[src/rtl/icache_tag_pkg.sv]
/*
 * icache tag subsystem shared definitions
 * geometry of the 4-way, 64-set tag store, the tag entry layout,
 * the fetch address decode and the request/response structs
 */
package icache_tag_pkg;

    localparam int NUM_WAYS    = 4;
    localparam int WAY_BITS    = 2;
    localparam int SET_BITS    = 6;                   // same as the tag scm addr_width
    localparam int NUM_SETS    = 1 << SET_BITS;
    localparam int TAG_BITS    = 6;
    localparam int OFFSET_BITS = 4;
    localparam int ADDR_BITS   = TAG_BITS + SET_BITS + OFFSET_BITS;
    localparam int ENTRY_BITS  = 1 + TAG_BITS;        // same as the tag scm data_width

    // one stored tag line
    typedef struct packed {
        logic                valid;
        logic [TAG_BITS-1:0] tag;
    } tag_entry_t;

    // fetch address split, msb first
    typedef struct packed {
        logic [TAG_BITS-1:0]    tag;
        logic [SET_BITS-1:0]    set;
        logic [OFFSET_BITS-1:0] offset;
    } fetch_addr_t;

    // same word seen flat or by fields
    typedef union packed {
        logic [ADDR_BITS-1:0] raw;
        fetch_addr_t          fields;
    } fetch_addr_u;

    typedef struct packed {
        fetch_addr_u addr;
    } lookup_req_t;

    typedef struct packed {
        fetch_addr_u         addr;
        logic [WAY_BITS-1:0] way;  // way being refilled
    } fill_req_t;

    typedef struct packed {
        logic                hit;
        logic [WAY_BITS-1:0] way;  // hit way, or victim on a miss
        fetch_addr_u         addr; // echo of the looked-up address
    } lookup_rsp_t;

endpackage

[src/rtl/tag_reg_file.sv]
/*
 * tag register file
 * 64 x 7 bit flop array, one read port and one write port,
 * read data registered on read enable and held otherwise
 */
`timescale 1ns/100ps

module tag_reg_file
(
    input  logic                                clk,
    input  logic                                read_enable,
    input  logic [icache_tag_pkg::SET_BITS-1:0] read_addr,
    output icache_tag_pkg::tag_entry_t          read_data,
    input  logic                                write_enable,
    input  logic [icache_tag_pkg::SET_BITS-1:0] write_addr,
    input  icache_tag_pkg::tag_entry_t          write_data
);

    // storage, valid bits come from the invalidate sweep
    logic [icache_tag_pkg::ENTRY_BITS-1:0] mem [icache_tag_pkg::NUM_SETS];

    // write port, visible to a read on the next edge
    always_ff @(posedge clk)
    begin
        if (write_enable)
        begin
            mem[write_addr] <= write_data;
        end
    end

    // registered read port
    always_ff @(posedge clk)
    begin
        if (read_enable)
        begin
            read_data <= mem[read_addr]; // keeps old value when idle
        end
    end

endmodule

[src/rtl/tag_ram_scm.sv]
/*
 * single-port tag memory wrapper
 * maps a req/write access onto the 1r1w register file,
 * address and write data shared by both ports
 */
`timescale 1ns/100ps

module tag_ram_scm
(
    input  logic                                clk,
    input  logic                                req,
    input  logic                                write,
    input  logic [icache_tag_pkg::SET_BITS-1:0] addr,
    input  icache_tag_pkg::tag_entry_t          wdata,
    output icache_tag_pkg::tag_entry_t          rdata
);

    tag_reg_file i_tag_reg_file
    (
        .clk          ( clk           ),
        // read side
        .read_enable  ( req & ~write  ), // plain access is a read
        .read_addr    ( addr          ),
        .read_data    ( rdata         ),
        // write side
        .write_enable ( req & write   ),
        .write_addr   ( addr          ),
        .write_data   ( wdata         )
    );

endmodule

[src/rtl/victim_select.sv]
/*
 * victim way selection
 * lowest invalid way first, round-robin pointer once the set is full
 */
`timescale 1ns/100ps

module victim_select
(
    input  logic                                clk,
    input  logic                                arst_n,
    input  logic [icache_tag_pkg::NUM_WAYS-1:0] entries_valid,
    input  logic                                advance,
    output logic [icache_tag_pkg::WAY_BITS-1:0] victim_way
);

    logic [icache_tag_pkg::WAY_BITS-1:0] rr_ptr; // next victim for a full set

    // pointer wraps naturally at 4 ways
    always_ff @(posedge clk or negedge arst_n)
    begin
        if (!arst_n)
        begin
            rr_ptr <= '0;
        end
        else if (advance)
        begin
            rr_ptr <= rr_ptr + 1'b1;
        end
    end

    always_comb
    begin
        victim_way = rr_ptr; // default when every way is valid
        for (int i = icache_tag_pkg::NUM_WAYS - 1; i >= 0; i--)
        begin
            if (!entries_valid[i])
            begin
                victim_way = icache_tag_pkg::WAY_BITS'(i); // lowest index ends up last
            end
        end
    end

endmodule

[src/rtl/tag_lookup_ctrl.sv]
/*
 * tag lookup controller
 * issues reads to all ways, compares the staged tag one cycle later,
 * writes refill entries into a single way and runs the invalidate
 * sweep after reset and on flush, holding busy while it runs
 */
`timescale 1ns/100ps

module tag_lookup_ctrl
(
    input  logic                                               clk,
    input  logic                                               arst_n,
    input  logic                                               lookup_valid,
    input  icache_tag_pkg::lookup_req_t                        lookup,
    input  logic                                               fill_valid,
    input  icache_tag_pkg::fill_req_t                          fill,
    input  logic                                               flush_valid,
    output logic [icache_tag_pkg::NUM_WAYS-1:0]                way_req,
    output logic [icache_tag_pkg::NUM_WAYS-1:0]                way_write,
    output logic [icache_tag_pkg::SET_BITS-1:0]                way_addr,
    output icache_tag_pkg::tag_entry_t                         way_wdata,
    input  icache_tag_pkg::tag_entry_t [icache_tag_pkg::NUM_WAYS-1:0] way_rdata,
    input  logic [icache_tag_pkg::WAY_BITS-1:0]                victim_way,
    output logic                                               advance,
    output logic                                               rsp_valid,
    output icache_tag_pkg::lookup_rsp_t                        rsp,
    output logic                                               busy
);

    logic                                sweep_active; // invalidate sweep running
    logic [icache_tag_pkg::SET_BITS-1:0] sweep_cnt;    // set being cleared
    logic                                lookup_take;
    logic                                fill_take;
    logic                                flush_take;
    icache_tag_pkg::fetch_addr_u         stage_addr;   // lookup address, one cycle late
    logic [icache_tag_pkg::NUM_WAYS-1:0] way_hit;
    logic [icache_tag_pkg::NUM_WAYS-1:0] way_valid;
    logic [icache_tag_pkg::WAY_BITS-1:0] hit_way;
    logic                                hit;

    assign busy        = sweep_active;
    assign lookup_take = lookup_valid & ~sweep_active; // strobes dropped while busy
    assign fill_take   = fill_valid & ~sweep_active;
    assign flush_take  = flush_valid & ~sweep_active;

    // sweep: starts out of reset, restarts on flush
    always_ff @(posedge clk or negedge arst_n)
    begin
        if (!arst_n)
        begin
            sweep_active <= 1'b1;
            sweep_cnt    <= '0;
        end
        else if (sweep_active)
        begin
            sweep_cnt <= sweep_cnt + 1'b1;
            if (&sweep_cnt)
            begin
                sweep_active <= 1'b0; // last set cleared
            end
        end
        else if (flush_take)
        begin
            sweep_active <= 1'b1;
            sweep_cnt    <= '0;
        end
    end

    // memory port mux, sweep over fill over lookup
    always_comb
    begin
        way_req   = '0;
        way_write = '0;
        way_addr  = lookup.addr.fields.set;
        way_wdata = '0;                             // invalid entry for the sweep
        if (sweep_active)
        begin
            way_req   = '1;
            way_write = '1;
            way_addr  = sweep_cnt;
        end
        else if (fill_take)
        begin
            way_req[fill.way]   = 1'b1;             // chosen way only
            way_write[fill.way] = 1'b1;
            way_addr            = fill.addr.fields.set;
            way_wdata.valid     = 1'b1;
            way_wdata.tag       = fill.addr.fields.tag;
        end
        else if (lookup_take)
        begin
            way_req = '1;                           // read every way
        end
    end

    // response staging
    always_ff @(posedge clk or negedge arst_n)
    begin
        if (!arst_n)
        begin
            rsp_valid <= 1'b0;
        end
        else
        begin
            rsp_valid <= lookup_take;
        end
    end

    always_ff @(posedge clk)
    begin
        if (lookup_take)
        begin
            stage_addr <= lookup.addr; // payload only
        end
    end

    // tag compare against the registered read data
    always_comb
    begin
        hit_way = '0;
        for (int i = 0; i < icache_tag_pkg::NUM_WAYS; i++)
        begin
            way_valid[i] = way_rdata[i].valid;
            way_hit[i]   = way_rdata[i].valid &&
                           (way_rdata[i].tag == stage_addr.fields.tag);
        end
        for (int i = icache_tag_pkg::NUM_WAYS - 1; i >= 0; i--)
        begin
            if (way_hit[i])
            begin
                hit_way = icache_tag_pkg::WAY_BITS'(i); // lowest match wins
            end
        end
        hit = |way_hit;
    end

    assign rsp.hit  = hit;
    assign rsp.way  = hit ? hit_way : victim_way;
    assign rsp.addr = stage_addr;

    // full-set miss moves the round-robin pointer
    assign advance = rsp_valid & ~hit & (&way_valid);

endmodule

[src/rtl/icache_tag_top.sv]
/*
 * icache tag subsystem top
 * lookup controller and victim selector around four per-way
 * single-port tag memories
 */
`timescale 1ns/100ps

module icache_tag_top
(
    input  logic                        clk,
    input  logic                        arst_n,
    input  logic                        lookup_valid,
    input  icache_tag_pkg::lookup_req_t lookup,
    input  logic                        fill_valid,
    input  icache_tag_pkg::fill_req_t   fill,
    input  logic                        flush_valid,
    output logic                        rsp_valid,
    output icache_tag_pkg::lookup_rsp_t rsp,
    output logic                        busy
);

    logic [icache_tag_pkg::NUM_WAYS-1:0]                      way_req;
    logic [icache_tag_pkg::NUM_WAYS-1:0]                      way_write;
    logic [icache_tag_pkg::SET_BITS-1:0]                      way_addr;  // shared by all ways
    icache_tag_pkg::tag_entry_t                               way_wdata;
    icache_tag_pkg::tag_entry_t [icache_tag_pkg::NUM_WAYS-1:0] way_rdata;
    logic [icache_tag_pkg::NUM_WAYS-1:0]                      entries_valid;
    logic [icache_tag_pkg::WAY_BITS-1:0]                      victim_way;
    logic                                                     advance;

    tag_lookup_ctrl i_ctrl
    (
        .clk          ( clk          ),
        .arst_n       ( arst_n       ),
        .lookup_valid ( lookup_valid ),
        .lookup       ( lookup       ),
        .fill_valid   ( fill_valid   ),
        .fill         ( fill         ),
        .flush_valid  ( flush_valid  ),
        .way_req      ( way_req      ),
        .way_write    ( way_write    ),
        .way_addr     ( way_addr     ),
        .way_wdata    ( way_wdata    ),
        .way_rdata    ( way_rdata    ),
        .victim_way   ( victim_way   ),
        .advance      ( advance      ),
        .rsp_valid    ( rsp_valid    ),
        .rsp          ( rsp          ),
        .busy         ( busy         )
    );

    victim_select i_victim
    (
        .clk           ( clk           ),
        .arst_n        ( arst_n        ),
        .entries_valid ( entries_valid ),
        .advance       ( advance       ),
        .victim_way    ( victim_way    )
    );

    // one tag memory per way
    for (genvar g = 0; g < icache_tag_pkg::NUM_WAYS; g++)
    begin : gen_way
        assign entries_valid[g] = way_rdata[g].valid;

        tag_ram_scm i_tag_ram
        (
            .clk   ( clk          ),
            .req   ( way_req[g]   ),
            .write ( way_write[g] ),
            .addr  ( way_addr     ),
            .wdata ( way_wdata    ),
            .rdata ( way_rdata[g] )
        );
    end

endmodule

[config.mk]
export PLATFORM = sky130hd
export DESIGN_NAME = icache_tag_top
export DESIGN_NICKNAME = d
export VERILOG_FILES = /design/src/rtl/icache_tag_pkg.sv /design/src/rtl/tag_reg_file.sv /design/src/rtl/tag_ram_scm.sv /design/src/rtl/victim_select.sv /design/src/rtl/tag_lookup_ctrl.sv /design/src/rtl/icache_tag_top.sv
export SDC_FILE = /design/constraint.sdc
export NUM_CORES = 2
export LEC_CHECK = 0
export BUFFER_PORTS_ARGS = -buffer_cell sky130_fd_sc_hd__buf_2
export CAP_MARGIN = 10
export CORE_MARGIN = 2
export CORE_UTILIZATION = 43
export DETAILED_ROUTE_END_ITERATION = 10
export PLACE_DENSITY = 0.58
export RECOVER_POWER = 25
export SYNTH_ARGS = -nofsm -noshare
export SYNTH_HDL_FRONTEND = slang
export SYNTH_SLANG_ARGS = --single-unit
export TNS_END_PERCENT = 20
[constraint.sdc]
create_clock -name clk -period 12.7 [get_ports clk]
set_clock_uncertainty 0.1 [all_clocks]
set_input_delay 1.905 -clock clk [delete_from_list [all_inputs] [get_ports clk]]
set_output_delay 1.905 -clock clk [all_outputs]
set_load 0.05 [all_outputs]
==> metrics.md <==
| Metric | Value |
|---|---|
| Status | finished with violations |
| Failing checks | capacitance limit, slew limit |
| Post-synth cell types | 70 |
| Antenna-violating nets left | 0 |
| Diode count | 0 |
| Area Overhead vs Synth | 11.6% |
| Worst hold path class | reg2reg |
| H-tree Lvls | 4 |
| Final Core Density | 48.2% |
| RSZ-0062 raised after global routing | no |
| Fin worst setup slack | 3270 ps |
| Vias | 40,700 |
| FFs w/ async S/R, synth | 0.542% |
| Rows | 150 |
| Syn Nets | 4,277 |
| Synth warn | 0 |
| Peak ir drop on the vdd network | 0.159 mV |
| Fin. max-slew vios | 497 |
| TritonCTS Buffers | 184 |
| Power density over cell area | 221 nW/µm² |
| Cts hold-fix bufs | 0 |
| Clock period minus worst slack | 9430 ps |
| Detailed Route Iter0 Violations | 4,948 |
| TritonCTS clock tree | done |
| Root Driver | clkbuf_16 |
| Initial antenna violation count | 8 |
| Fin Setup TNS | 0 ps |
| Avg Vias per Cell | 6.13 |
| Commonest non-fill, non-tap cell in the layout | edfxtp_1 |
| Placed insts | 6,310 |
| Post_cts resized | 0 |
| Most frequent cells in the layout | 1,836 x edfxtp_1, 282 x nor2_1, 233 x a22oi_1, 203 x mux2i_1, 200 x nand2_1 |
| Top Ports | 60 |
| GRT overflow | 0 |
| Crit start category | flop |
| Fin. Hold Viols | 0 |
| CTS Buffer Depth | 3 |
| CP Data Required Time | 13,020 ps |
| Place WS | 5220 ps |
| CTS sink count | 1,846 |
| Routed Wire Length | 205,000 µm |
| Width of the die | 414 µm |
| Crit path DAT | 9750 ps |
| Max-cap violations | 10 |
| First-pass GRT wire length | 290,000 µm |
| Endpoints failing setup | 0 |
| Number of port buffers | 55 |
| Hpwl dp | 120,000 µm |
| GP Congestion | 0.839 |
| Synth Flop Type | edfxtp_1 |
| Leakage | 26.0 nW |
| First-pass iteration count of the detailed router | 5 |
| Die area | 171,000 µm² |
| Pin count of the biggest net entering global routing | 194 |
| Number of global-route vias before repair | 39,300 |
| Overall power | 17.8 mW |
| EDFF count, synth | 1,836 |
| Worst Reg-to-Reg Cells | 5 |
| Core footprint | 167,000 µm² |
| Sequential area share after synthesis | 76.7% |
| Syn Area/Cell | 17.0 µm² |
| Finished Layout Cells | 6,642 |
| Total Routing Usage GR | 23.8% |
| Postcts setup bufs | 0 |
| CP Max Fanout | 79 |
| Ratio of final minimum period to clock period | 74.2% |
| Highest clock rate | 0.106 GHz |
| CP Capture Type | flop |
| Clk slew on worst S/H paths | 60 ps |
| DRC | 0 |
| Share of cells above drive strength 1 | 13.0% |
| Hold-critical path depth | 1 |
| Mapped Area | 72,200 µm² |
| CP Class | reg2reg |
| Synth Register Bits | 1,846 |
| Wire per inst | 30.9 µm |
| Gate Count Post-Synth | 4,237 |
| Die Ht | 414 µm |
| Nets@finish | 4,332 |
| Worst-Margin Slew | 4010 ps |
| Worst slew margin | -168% |
| Initial core utilization | 43.2% |
| Clock Latency Late Sink | 820 ps |
## power breakdown
group          total, mW  internal (mW)  leakage [nW]  switching [mW]
logic               5.40           1.55          5.69            3.85
clock network       5.23           2.96          2.80            2.28
registers           7.21           7.11          17.5          0.0926
## area by class of cell
cell class              instances  area [µm²]
repair buffers                156        1070
clock buffers                 240        4980
well taps                    2204        2760
fillers                     14000       86500
inverters                      28         105
clock inverters                92         723
multi-input cells            2076       15500
flip-flops and latches       1846       55400
## registers in the layout, indices dropped and copies added (netlist names)
name and count:
gen_way.i_tag_ram.i_tag_reg_file.mem 1792, i_ctrl.rsp_valid 1, i_ctrl.stage_addr 16, gen_way.i_tag_ram.i_tag_reg_file.read_data 28, i_victim.rr_ptr 2, i_ctrl.sweep_cnt 6
i_ctrl.busy 1
## worst max-delay path: stages (launching register included)
cell      delay [ps]
dfstp_1         2770
clkbuf_1        2160
nor2b_1         1060
and2_0          1360
buf_4            740
buf_4            550
## per-stage QoR
stage | instance area (µm²) | hold slack, ps
3_3_place_gp | 74900 | 412
2_1_floorplan | 72200 | 340
4_1_cts | 80600 | 425
5_1_grt | 80600 | 433
6_report | 80600 | 435
3_5_place_dp | 74900 | 413
## cell usage after synthesis, types with 58 or more instances
library cell	count	share of area, %
o211ai_1	91	0.95
edfxtp_1	1836	76
a22oi_1	233	2.4
a22o_1	68	0.82
mux2_2	92	1.4
nand2_1	204	1.1
o2bb2ai_1	95	1.2
mux2i_1	204	2.8
clkbuf_1	109	0.57
mux4_2	58	1.8
nand3_1	76	0.53
nor2_1	290	1.5
a31oi_1	88	0.76
buf_2	102	0.71
## logic make-up after synthesis
logic type	share of synthesized area, %
AND/OR/NAND/NOR	4.73
buffers and inverters	2.06
XOR/XNOR	0.327
multiplexers	6.29
AO/OA/AOI/OAI	9.87
adder cells (fa/ha/maj)	0.0173
flip-flops	76.7
## worst paths after layout
check,endpoint,slack (ps),start
max,gen_way[1].i_tag_ram.i_tag_reg_file.mem[41][2],3270,i_ctrl.busy
min,i_victim.rr_ptr[1],430,i_victim.rr_ptr[1]
max reg2reg,gen_way[1].i_tag_ram.i_tag_reg_file.mem[41][2],3270,i_ctrl.busy
min reg2reg,i_victim.rr_ptr[1],430,i_victim.rr_ptr[1]
max in group asynchronous,i_ctrl.sweep_cnt[4],11160,arst_n
min in group asynchronous,i_ctrl.sweep_cnt[3],960,arst_n
## per-layer routing
layer / part of all wire (%) / vias up / GRT usage (%) / wire (µm)
met5: 0.031 / - / 0 / 63
li1: - / 17400 / - / -
met1: 42 / 21200 / 33.9 / 86800
met3: 8.2 / 333 / 4.42 / 16900
met4: 2.8 / 10 / 7.22 / 5740
met2: 47 / 1801 / 37.3 / 95800
(Power assumes the default switching activity.)
